**config.mk**
```make
export PLATFORM = sky130hd
export DESIGN_NAME = fabric_top
export DESIGN_NICKNAME = d
export VERILOG_FILES = /design/src/common/fabric_pkg.sv /design/src/common/wb_cfg_pkg.sv /design/src/common/cfg_if.sv /design/src/switch_box/switch_box.sv /design/src/logic_block/logic_block.sv /design/src/rtl/cfg_loader.sv /design/src/rtl/fabric_top.sv
export SDC_FILE = /design/constraint.sdc
export NUM_CORES = 1
export LEC_CHECK = 0
export BUFFER_PORTS_ARGS = -buffer_cell sky130_fd_sc_hd__buf_2
export CAP_MARGIN = 20
export CORE_MARGIN = 3
export CORE_UTILIZATION = 59
export DETAILED_ROUTE_END_ITERATION = 10
export GPL_TIMING_DRIVEN = 0
export HOLD_SLACK_MARGIN = 0.08
export PLACE_DENSITY = 0.8
export SLEW_MARGIN = 20
export SYNTH_ARGS = -nofsm -noshare
export SYNTH_HDL_FRONTEND = slang
export SYNTH_SLANG_ARGS = --single-unit
```
**constraint.sdc**
```tcl
create_clock -name clk -period 3.9 [get_ports clk]
set_clock_uncertainty 0.1 [all_clocks]
set_input_delay 0.78 -clock clk [delete_from_list [all_inputs] [get_ports clk]]
set_output_delay 0.78 -clock clk [all_outputs]
set_load 0.05 [all_outputs]
```
**src/common/fabric_pkg.sv**
```systemverilog
`default_nettype none

package fabric_pkg;

   localparam int unsigned NUM_TILES = 4;
   localparam int unsigned TILE_W    = $clog2(NUM_TILES);
   localparam int unsigned CFG_W     = 16; // One config word, route or LUT

   // Source of one switch box output
   typedef enum logic [1:0] {
      ROUTE_STRAIGHT = 2'd0, // Opposite side, same track
      ROUTE_TURN_A   = 2'd1,
      ROUTE_TURN_B   = 2'd2,
      ROUTE_LOCAL    = 2'd3  // Tile logic block
   } route_sel_t;

   localparam int unsigned SEL_W = $bits(route_sel_t);

   // Selector offsets inside the routing word
   localparam int unsigned FLD_LEFT_0   = 0;
   localparam int unsigned FLD_LEFT_2   = 2;
   localparam int unsigned FLD_RIGHT_1  = 4;
   localparam int unsigned FLD_RIGHT_3  = 6;
   localparam int unsigned FLD_TOP_1    = 8;
   localparam int unsigned FLD_TOP_3    = 10;
   localparam int unsigned FLD_BOTTOM_0 = 12;
   localparam int unsigned FLD_BOTTOM_2 = 14;

endpackage

`default_nettype wire

```
**src/common/wb_cfg_pkg.sv**
```systemverilog
`default_nettype none

package wb_cfg_pkg;

   localparam int unsigned WB_ADR_W = 5; // Word address

   // Word address = tile * 2 + kind
   localparam int unsigned NUM_KINDS     = 2;
   localparam int unsigned KIND_BIT      = 0;
   localparam int unsigned TILE_LSB      = 1;
   localparam int unsigned NUM_CFG_WORDS = fabric_pkg::NUM_TILES * NUM_KINDS;

   // Which config target inside a tile
   typedef enum logic {
      CFG_ROUTE = 1'b0, // Switch box routing word
      CFG_LUT   = 1'b1  // Logic block truth table
   } cfg_kind_t;

endpackage

`default_nettype wire

```
**src/common/cfg_if.sv**
```systemverilog
`timescale 1ns/1ps
`default_nettype none

interface cfg_if ();
   import fabric_pkg::*;
   import wb_cfg_pkg::*;

   logic [TILE_W-1:0] cfg_tile;
   cfg_kind_t         cfg_kind;
   logic [CFG_W-1:0]  cfg_wdata;
   logic              cfg_we;
   logic [CFG_W-1:0]  cfg_rdata [NUM_TILES][NUM_KINDS]; // Each target owns one slot

   modport master (output cfg_tile, cfg_kind, cfg_wdata, cfg_we, input cfg_rdata);
   modport target (input cfg_tile, cfg_kind, cfg_wdata, cfg_we, output cfg_rdata);

endinterface

`default_nettype wire

```
**src/switch_box/switch_box.sv**
```systemverilog
`timescale 1ns/1ps
`default_nettype none

module switch_box #(
   parameter int unsigned TILE_ID = 0
) (
   input  logic  clk,
   input  logic  arst_n,

   output logic  left_0,
   input  logic  left_1,
   output logic  left_2,
   input  logic  left_3,

   input  logic  right_0,
   output logic  right_1,
   input  logic  right_2,
   output logic  right_3,

   input  logic  top_0,
   output logic  top_1,
   input  logic  top_2,
   output logic  top_3,

   output logic  bottom_0,
   input  logic  bottom_1,
   output logic  bottom_2,
   input  logic  bottom_3,

   input  logic  lb_out,
   cfg_if.target cfg
);
   import fabric_pkg::*;
   import wb_cfg_pkg::*;

   logic [CFG_W-1:0] route_word;

   function automatic logic pick(input route_sel_t sel, input logic straight,
                                 input logic turn_a, input logic turn_b,
                                 input logic local_in);
      logic res;
      case (sel)
         ROUTE_STRAIGHT: res = straight;
         ROUTE_TURN_A:   res = turn_a;
         ROUTE_TURN_B:   res = turn_b;
         ROUTE_LOCAL:    res = local_in;
      endcase
      return res;
   endfunction

   always_ff @(posedge clk or negedge arst_n)
   begin
      if (!arst_n)
         route_word <= '0; // All straight
      else if (cfg.cfg_we && cfg.cfg_tile == TILE_W'(TILE_ID) && cfg.cfg_kind == CFG_ROUTE)
         route_word <= cfg.cfg_wdata;
   end

   assign cfg.cfg_rdata[TILE_ID][CFG_ROUTE] = route_word;

   // Westward outputs never see west inputs, eastward never east
   assign left_0   = pick(route_sel_t'(route_word[FLD_LEFT_0 +: SEL_W]),
                          right_0, top_0, bottom_1, lb_out);
   assign left_2   = pick(route_sel_t'(route_word[FLD_LEFT_2 +: SEL_W]),
                          right_2, top_2, bottom_3, lb_out);
   assign right_1  = pick(route_sel_t'(route_word[FLD_RIGHT_1 +: SEL_W]),
                          left_1, top_0, bottom_1, lb_out);
   assign right_3  = pick(route_sel_t'(route_word[FLD_RIGHT_3 +: SEL_W]),
                          left_3, top_2, bottom_3, lb_out);
   assign top_1    = pick(route_sel_t'(route_word[FLD_TOP_1 +: SEL_W]),
                          bottom_1, left_1, right_0, lb_out);
   assign top_3    = pick(route_sel_t'(route_word[FLD_TOP_3 +: SEL_W]),
                          bottom_3, left_3, right_2, lb_out);
   assign bottom_0 = pick(route_sel_t'(route_word[FLD_BOTTOM_0 +: SEL_W]),
                          top_0, left_1, right_0, lb_out);
   assign bottom_2 = pick(route_sel_t'(route_word[FLD_BOTTOM_2 +: SEL_W]),
                          top_2, left_3, right_2, lb_out);

   // Neighbour tiles and the logic block must keep every track resolved
   a_no_x_out: assert property (@(posedge clk) disable iff (!arst_n)
      !$isunknown({left_0, left_2, right_1, right_3, top_1, top_3, bottom_0, bottom_2}))
      else $error("switch_box %0d drives an unknown output", TILE_ID);

endmodule

`default_nettype wire

```
**src/logic_block/logic_block.sv**
```systemverilog
`timescale 1ns/1ps
`default_nettype none

module logic_block #(
   parameter int unsigned TILE_ID = 0
) (
   input  logic       clk,
   input  logic       arst_n,
   input  logic [3:0] lut_in,
   output logic       lut_out,
   cfg_if.target      cfg
);
   import fabric_pkg::*;
   import wb_cfg_pkg::*;

   logic [CFG_W-1:0] truth;
   logic             hit;

   // Write addressed to this tile's LUT
   assign hit = cfg.cfg_we && cfg.cfg_tile == TILE_W'(TILE_ID) && cfg.cfg_kind == CFG_LUT;

   always_ff @(posedge clk or negedge arst_n)
   begin
      if (!arst_n)
         truth <= '0;
      else if (hit)
         truth <= cfg.cfg_wdata;
   end

   // Registered output breaks any path back into the routing
   always_ff @(posedge clk or negedge arst_n)
   begin
      if (!arst_n)
         lut_out <= 1'b0;
      else
         lut_out <= truth[lut_in];
   end

   assign cfg.cfg_rdata[TILE_ID][CFG_LUT] = truth;

   a_out_clear: assert property (@(posedge clk) $rose(arst_n) |=> lut_out == 1'b0)
      else $error("logic_block %0d output not cleared by reset", TILE_ID);

endmodule

`default_nettype wire

```
**src/rtl/cfg_loader.sv**
```systemverilog
`timescale 1ns/1ps
`default_nettype none

module cfg_loader (
   input  logic                            clk,
   input  logic                            arst_n,
   input  logic                            wb_cyc,
   input  logic                            wb_stb,
   input  logic                            wb_we,
   input  logic [wb_cfg_pkg::WB_ADR_W-1:0] wb_adr,
   input  logic [fabric_pkg::CFG_W-1:0]    wb_dat_w,
   output logic [fabric_pkg::CFG_W-1:0]    wb_dat_r,
   output logic                            wb_ack,
   cfg_if.master                           cfg
);
   import fabric_pkg::*;
   import wb_cfg_pkg::*;

   logic              req;
   logic              in_range;
   logic [TILE_W-1:0] adr_tile;
   cfg_kind_t         adr_kind;

   // No new request while acking, so acks stay one cycle apart
   assign req      = wb_cyc && wb_stb && !wb_ack;
   assign in_range = wb_adr < WB_ADR_W'(NUM_CFG_WORDS);

   assign adr_tile = wb_adr[TILE_LSB +: TILE_W];
   assign adr_kind = cfg_kind_t'(wb_adr[KIND_BIT]);

   assign cfg.cfg_tile  = adr_tile;
   assign cfg.cfg_kind  = adr_kind;
   assign cfg.cfg_wdata = wb_dat_w;
   assign cfg.cfg_we    = req && wb_we && in_range; // Targets latch on the ack edge

   always_ff @(posedge clk or negedge arst_n)
   begin
      if (!arst_n)
         wb_ack <= 1'b0;
      else
         wb_ack <= req;
   end

   // Readback captured with ack, out-of-range reads zero
   always_ff @(posedge clk)
   begin
      if (req && !wb_we)
      begin
         if (in_range)
            wb_dat_r <= cfg.cfg_rdata[adr_tile][adr_kind];
         else
            wb_dat_r <= '0;
      end
   end

   a_ack_single: assert property (@(posedge clk) disable iff (!arst_n)
      wb_ack |=> !wb_ack)
      else $error("wb_ack held for two cycles");

   a_ack_after_req: assert property (@(posedge clk) disable iff (!arst_n)
      $rose(wb_ack) |-> $past(wb_cyc && wb_stb))
      else $error("wb_ack without a preceding request");

endmodule

`default_nettype wire

```
**src/rtl/fabric_top.sv**
```systemverilog
`timescale 1ns/1ps
`default_nettype none

module fabric_top (
   input  logic                                clk,
   input  logic                                arst_n,

   input  logic                                wb_cyc,
   input  logic                                wb_stb,
   input  logic                                wb_we,
   input  logic [wb_cfg_pkg::WB_ADR_W-1:0]     wb_adr,
   input  logic [fabric_pkg::CFG_W-1:0]        wb_dat_w,
   output logic [fabric_pkg::CFG_W-1:0]        wb_dat_r,
   output logic                                wb_ack,

   input  logic [1:0]                          west_in,
   output logic [1:0]                          west_out,
   input  logic [1:0]                          east_in,
   output logic [1:0]                          east_out,
   input  logic [2*fabric_pkg::NUM_TILES-1:0]  north_in,
   output logic [2*fabric_pkg::NUM_TILES-1:0]  north_out,
   input  logic [2*fabric_pkg::NUM_TILES-1:0]  south_in,
   output logic [2*fabric_pkg::NUM_TILES-1:0]  south_out
);
   import fabric_pkg::*;

   // Index i is the left edge of tile i, tracks 1/3 run east and 0/2 run west
   logic [NUM_TILES:0]   east_1;
   logic [NUM_TILES:0]   east_3;
   logic [NUM_TILES:0]   west_0;
   logic [NUM_TILES:0]   west_2;
   logic [NUM_TILES-1:0] lb_out;

   cfg_if cfg_bus ();

   cfg_loader u_loader (
      .clk      (clk),
      .arst_n   (arst_n),
      .wb_cyc   (wb_cyc),
      .wb_stb   (wb_stb),
      .wb_we    (wb_we),
      .wb_adr   (wb_adr),
      .wb_dat_w (wb_dat_w),
      .wb_dat_r (wb_dat_r),
      .wb_ack   (wb_ack),
      .cfg      (cfg_bus)
   );

   assign east_1[0]         = west_in[0];
   assign east_3[0]         = west_in[1];
   assign west_0[NUM_TILES] = east_in[0];
   assign west_2[NUM_TILES] = east_in[1];

   assign west_out = {west_2[0], west_0[0]};
   assign east_out = {east_3[NUM_TILES], east_1[NUM_TILES]};

   for (genvar i = 0; i < NUM_TILES; i++)
   begin : g_tile
      switch_box #(.TILE_ID(i)) u_sb (
         .clk      (clk),
         .arst_n   (arst_n),
         .left_0   (west_0[i]),
         .left_1   (east_1[i]),
         .left_2   (west_2[i]),
         .left_3   (east_3[i]),
         .right_0  (west_0[i+1]),
         .right_1  (east_1[i+1]),
         .right_2  (west_2[i+1]),
         .right_3  (east_3[i+1]),
         .top_0    (north_in[2*i]),
         .top_1    (north_out[2*i]),
         .top_2    (north_in[2*i+1]),
         .top_3    (north_out[2*i+1]),
         .bottom_0 (south_out[2*i]),
         .bottom_1 (south_in[2*i]),
         .bottom_2 (south_out[2*i+1]),
         .bottom_3 (south_in[2*i+1]),
         .lb_out   (lb_out[i]),
         .cfg      (cfg_bus)
      );

      // LUT inputs 0..3 are left_1, right_0, top_0, bottom_1
      logic_block #(.TILE_ID(i)) u_lb (
         .clk     (clk),
         .arst_n  (arst_n),
         .lut_in  ({south_in[2*i], north_in[2*i], west_0[i+1], east_1[i]}),
         .lut_out (lb_out[i]),
         .cfg     (cfg_bus)
      );
   end

endmodule

`default_nettype wire

```
==> impl_metrics.env, run 1 <==
export IMPL_failed_checks="negative setup slack"
export IMPL_die_height_um=121
export IMPL_seqPwrFrac_pct=41.3
export IMPL_grt_overflow=0
export IMPL_gp_congestion=0.876
export IMPL_root_buffer="clkbuf_16"
export IMPL_synth_most_common_cell="dfrtp_1"
export IMPL_max_cap_violations=0
export IMPL_hpwl_um=15000
export IMPL_netlist_area_um2=7870
export IMPL_synth_area_leaders="dfrtp_1, mux2_2, mux4_2"
export IMPL_synth_edf_count=16
export IMPL_route_detailed_wl_per_inst_um=26.9
export IMPL_critPathKind="in -> out"
export IMPL_ant_nets=0
export IMPL_cts_hold_buf=0
export IMPL_required_ns=3.02
export IMPL_synthTopCellsByCount="dfrtp_1, mux2_2, mux4_2"
export IMPL_syn_inst=497
export IMPL_die_w_um=121
export IMPL_worstPathMaxFanout=4
export IMPL_clkPwrFrac_pct=39.5
export IMPL_std_cell_rows=41
export IMPL_status="complete, but fails checks"
export IMPL_rsz0062_at_grt="yes"
export IMPL_yosysWarnings=0
export IMPL_drive_gt1_share_pct=56.5
export IMPL_antenna_found_initial=0
export IMPL_clk_latency_ns=0.43
export IMPL_synth_top_area_share_pct=42.3
export IMPL_crit_family="multiplexers"
export IMPL_syn2layout_area_growth_pct=18.6
export IMPL_cpMostUsedCell="mux4_2"
export IMPL_htree_levels=4
export IMPL_power_switching_mw=1.20
export IMPL_utilization_pct=72.8
export IMPL_core_area_um2=12800
export IMPL_cpPeakStageDelay_ns=0.54
export IMPL_crit_path_start_kind="input pin"
export IMPL_fmax_ghz=0.253
export IMPL_yosysTopAreaCell="dfrtp_1"
export IMPL_cts_tree="yes"
export IMPL_drv_slew=0
export IMPL_share_comb_of_total_power_pct=19.2
export IMPL_min_path_type="in -> async"
export IMPL_drtIter0Drc=496
export IMPL_dr_pass1_iters=4
export IMPL_syn_nets=543
export IMPL_synth_seq_cells=149
export IMPL_fin_crit_ns=3.95
export IMPL_numCtsBuffers=17
export IMPL_port_buffers=81
export IMPL_syn_area_per_cell_um2=15.8
export IMPL_grt_usage_pct=30.2
export IMPL_seq_area_frac_synth_pct=48.4
export IMPL_vias=5194
export IMPL_slew_headroom_pct=30.4
export IMPL_power_leakage_nw=4.27
export IMPL_start_util_pct=61.4
export IMPL_tightest_slew_ns=1.04
export IMPL_dp_cells=752
export IMPL_slowest_stage="mux4_2"
export IMPL_cts_path_max_buffers=2
export IMPL_setup_viol=9
export IMPL_switching_share_pct=27.7
export IMPL_routed_via_density=6.61
export IMPL_final_cells=786
export IMPL_power_density_nw_per_um2=464
export IMPL_grt_max_degree=72
export IMPL_placed_cell_area_um2=8540
export IMPL_final_seq_area_um2=3810
export IMPL_end_kind="output pin"
export IMPL_pre_cts_slack_ns=-0.336
export IMPL_critical_path_buf_inv_count=2
export IMPL_insertedDiodeCount=0
export IMPL_fin_nets=647
export IMPL_multi_input_area_um2=3850
export IMPL_cts_sinks=149
export IMPL_ir_drop_uv=330
export IMPL_final_fill_count=792
export IMPL_grt_pass1_wl_um=32300
export IMPL_die_area_um2=14800
export IMPL_clk_pin_slew_ns=0.06
export IMPL_setup_slack_ns=-0.0492
export IMPL_grt_pass1_vias=5558
export IMPL_routed_wl_um=21200
export IMPL_ys_flop_type="dfrtp_1"
export IMPL_fin_worst_hold_slack_ns=0.168
export IMPL_finalHoldViolCount=0
export IMPL_p_int_mw=3.13
export IMPL_min_period_over_period_pct=101
export IMPL_arrival_ns=3.07
export IMPL_yosysUniqueCellTypes=31
export IMPL_fin_area_um2=9330
export IMPL_io_pins=83
export IMPL_crit_chain="buf_6 > mux4_2 > mux2_4 > nor2_4 > a21oi_4 > mux4_2 > mux4_2 > buf_8"
export IMPL_post_route_drc_count=0
export IMPL_async_flop_share_pct=89.3
metal layers:
layer  vias up  track usage (%)  wire length, µm
li1       2140                -                -
met1      2709             39.5             8010
met2       289             50.1            10700
met3        56             6.01             1790
met4         0             12.2              683
met5         -                0                0
power groups by stage:
stage               clock network [mW]  registers (mW)  logic [mW]
finish                            1.71            1.79       0.833
detailed placement                   0            1.82       0.765
global placement                     0            1.81       0.741
global route                      1.78            1.80       0.871
CTS                               1.72            1.79       0.822
floorplan                            0            1.78       0.543
worst paths after layout:
path | slack, ns | cells after the start | end | startpoint
worst max-delay path | -0.05 | 8 | east_out[0] | south_in[0]
worst min-delay path | 0.17 | 1 | u_loader.wb_ack | arst_n
worst max register to register | 0.95 | 5 | g_tile[0].u_sb.route_word[8] | u_loader.wb_ack
worst min register to register | 0.42 | 1 | u_loader.wb_ack | u_loader.wb_ack
max in group asynchronous | 2.81 | 2 | g_tile[3].u_lb.lut_out | arst_n
min in group clk | 0.42 | 1 | u_loader.wb_ack | u_loader.wb_ack
cells by family after synthesis:
family | Yosys count | share of synthesized area [%]
multiplexers | 250 | 44.9
flip-flops | 149 | 48.4
AND/OR/NAND/NOR | 44 | 2.72
buffers and inverters | 44 | 3.10
AO/OA/AOI/OAI | 10 | 0.922
worst register-to-register path, cell delays in order (launching register included):
cell	delay [ns]
dfrtp_1	0.40
nor2_1	0.18
nand4b_1	0.25
nor3_1	0.86
clkbuf_1	0.62
mux2_2	0.42
through the flow:
stage / TNS (ns) / power, mW
global route: -0.556 / 4.45
CTS: -0.270 / 4.32
detailed placement: -2.00 / 2.58
finish: -0.276 / 4.33
global placement: -1.69 / 2.55
floorplan: 0 / 2.32
sequential cells by signal, summed over array words and instances (netlist names):
signal	flops
g_tile.u_lb.truth	64
u_loader.wb_ack	1
g_tile.u_lb.lut_out	4
g_tile.u_sb.route_word	64
u_loader.wb_dat_r	16
final cells by class:
type / count / share of cell area (%)
clock inverters: 15 / 2.00
flip-flops and latches: 149 / 40.8
clock buffers: 17 / 4.56
multi-input cells: 304 / 41.2
inverters: 1 / 0.0402
plain buffers: 34 / 1.85
repair buffers: 94 / 7.17
well taps: 172 / 2.31
what timing repair did:
item | in CTS | in global routing
buffers inserted | 9 | 2
endpoints found under the setup margin | 9 | 9
gates resized for setup | 43 | 0
pin swaps | 1 | 1
placed cells by master, fill, tap and decap left out, drive strengths merged, types with 2 or more instances in the layout:
cell and n:
dfrtp 133, mux2 132, buf 114, mux4 68
mux2i 50, clkbuf 31, nor2 21, edfxtp 16
nand2 6, clkinv 6, bufinv 4, clkinvlp 4
or2 3, nand3 3, a21oi 3, nor2b 2
a22oi 2, o311ai 2, nor3b 2, nand3b 2
inv 2, nor3 2
Note: power is estimated with default switching activity, not from simulation.
==> run 2, diff against run 1 <==
Settings changed: CORE_MARGIN 3 to 2.
==> impl_metrics.env, run 2 (same netlist as run 1, synthesis figures left out) <==
export IMPL_hpwl_um=15200
export IMPL_htree_levels=4
export IMPL_fin_setup_tns_ns=-0.220
export IMPL_dr_pass1_iters=5
export IMPL_min_period_over_period_pct=101
export IMPL_crit_chain="buf_6 > mux4_2 > mux2_4 > nor2_4 > a21oi_4 > mux4_2 > mux4_2 > buf_8"
export IMPL_final_cells=790
export IMPL_antenna_found_initial=0
export IMPL_cts_sinks=149
export IMPL_route_detailed_wl_per_inst_um=26.6
export IMPL_status="complete, but fails checks"
export IMPL_power_mw=4.26
export IMPL_grt_max_degree=86
export IMPL_cts_hold_buf=0
export IMPL_die_w_um=119
export IMPL_syn2layout_area_growth_pct=18.2
export IMPL_numCtsBuffers=17
export IMPL_setup_viol=9
export IMPL_grt_overflow=0
export IMPL_slew_headroom_pct=31.1
export IMPL_power_density_nw_per_um2=458
export IMPL_cpPeakStageDelay_ns=0.54
export IMPL_routed_wl_um=21000
export IMPL_drv_slew=0
export IMPL_seqPwrFrac_pct=42.0
export IMPL_std_cell_rows=42
export IMPL_dp_cells=757
export IMPL_crit_path_start_kind="input pin"
export IMPL_ir_drop_uv=308
export IMPL_max_cap_violations=0
export IMPL_final_common_cell="mux2_2"
export IMPL_die_area_um2=14300
export IMPL_port_buffers=81
export IMPL_fin_crit_ns=3.94
export IMPL_min_path_type="in -> async"
export IMPL_fmax_ghz=0.254
export IMPL_p_int_mw=3.08
export IMPL_finalHoldViolCount=0
export IMPL_root_buffer="clkbuf_16"
export IMPL_power_switching_mw=1.18
export IMPL_grt_pass1_wl_um=32900
export IMPL_die_height_um=119
export IMPL_post_route_drc_count=0
export IMPL_cpMostUsedCell="mux4_2"
export IMPL_rsz0062_at_grt="yes"
export IMPL_cts_tree="yes"
export IMPL_clk_latency_ns=0.43
export IMPL_required_ns=3.02
export IMPL_power_leakage_nw=4.27
export IMPL_failed_checks="negative setup slack"
export IMPL_core_area_um2=13100
export IMPL_insertedDiodeCount=0
export IMPL_grt_usage_pct=31.8
export IMPL_vias=5170
export IMPL_regToRegSetupSlack_ns=1.07
export IMPL_end_kind="output pin"
export IMPL_drive_gt1_share_pct=56.7
export IMPL_worstPathMaxFanout=5
export IMPL_layout_common_cells="mux2_2, dfrtp_1, buf_2, mux4_2, mux2i_1"
export IMPL_routed_via_density=6.54
export IMPL_fin_nets=647
export IMPL_switching_share_pct=27.7
export IMPL_critPathKind="in -> out"
export IMPL_drtIter0Drc=578
export IMPL_slowest_stage="mux4_2"
export IMPL_largestRegisters="g_tile.u_lb.truth: 64 flops, g_tile.u_sb.route_word: 64 flops, u_loader.wb_dat_r: 16 flops"
export IMPL_clk_pin_slew_ns=0.06
export IMPL_setup_slack_ns=-0.0400
export IMPL_start_util_pct=59.9
export IMPL_gp_congestion=0.873
export IMPL_arrival_ns=3.06
export IMPL_io_pins=83
export IMPL_cts_path_max_buffers=2
export IMPL_grt_pass1_vias=5591
export IMPL_utilization_pct=70.8
export IMPL_ant_nets=0
export IMPL_tightest_slew_ns=1.01
export IMPL_share_comb_of_total_power_pct=19.5
export IMPL_clkPwrFrac_pct=38.5
[run 2: what timing repair did]
action,CTS,global route
pin swaps,1,1
resized for setup,42,2
setup endpoints to repair,9,10
buffers inserted,6,3
[run 2: layout make-up]
class	count	area, µm²
Tap cell	176	220
Clock buffer	23	488
Buffer	34	173
Timing Repair Buffer	94	656
Sequential cell	149	3810
Fill cell	843	3840
Multi-Input combinational cell	304	3840
Inverter	1	3.75
Clock inverter	9	100
[run 2: path summary, 6_finish.rpt]
check                                             from                            to  depth (start not counted)
worst min register to register         u_loader.wb_ack               u_loader.wb_ack                          1
worst max register to register  g_tile[3].u_lb.lut_out        g_tile[0].u_lb.lut_out                          7
max in group asynchronous                       arst_n       g_tile[3].u_lb.truth[4]                          2
worst min-delay path                            arst_n  g_tile[1].u_sb.route_word[2]                          1
min in group clk                       u_loader.wb_ack               u_loader.wb_ack                          1
worst max-delay path                       north_in[0]                   east_out[0]                          8
[run 2: power groups by stage]
stage,Sequential [mW],Combinational (mW),Clock (mW)
final,1.79,0.831,1.64
after global routing,1.80,0.869,1.72
after CTS,1.78,0.818,1.64
after detailed placement,1.81,0.767,0
after global placement,1.81,0.742,0
after floorplan,1.78,0.543,0
[run 2: per-layer routing]
layer  up-vias  global-route usage, %  share of wire [%]
met3        53                   6.03                7.9
met5         -                      0                  0
met4         0                   12.8                3.0
met1      2702                   42.4                 38
met2       282                   52.2                 51
li1       2133                      -                  -
[run 2: metrics by stage]
step,cell area (µm²),setup WS [ns],hold slack (ns)
finish,9300,-0.0400,0.154
floorplan,7870,0.186,0.384
detailed placement,8550,-0.314,0.385
global placement,8490,-0.306,0.348
global route,9300,-0.0904,0.172
CTS,9260,-0.0360,0.164
[run 2: critical path, delay by kind of cell]
family          cells  cell delay [ns]
buf+inv             2             0.30
simple gates        1             0.11
mux                 4             1.84
compound gates      1             0.04
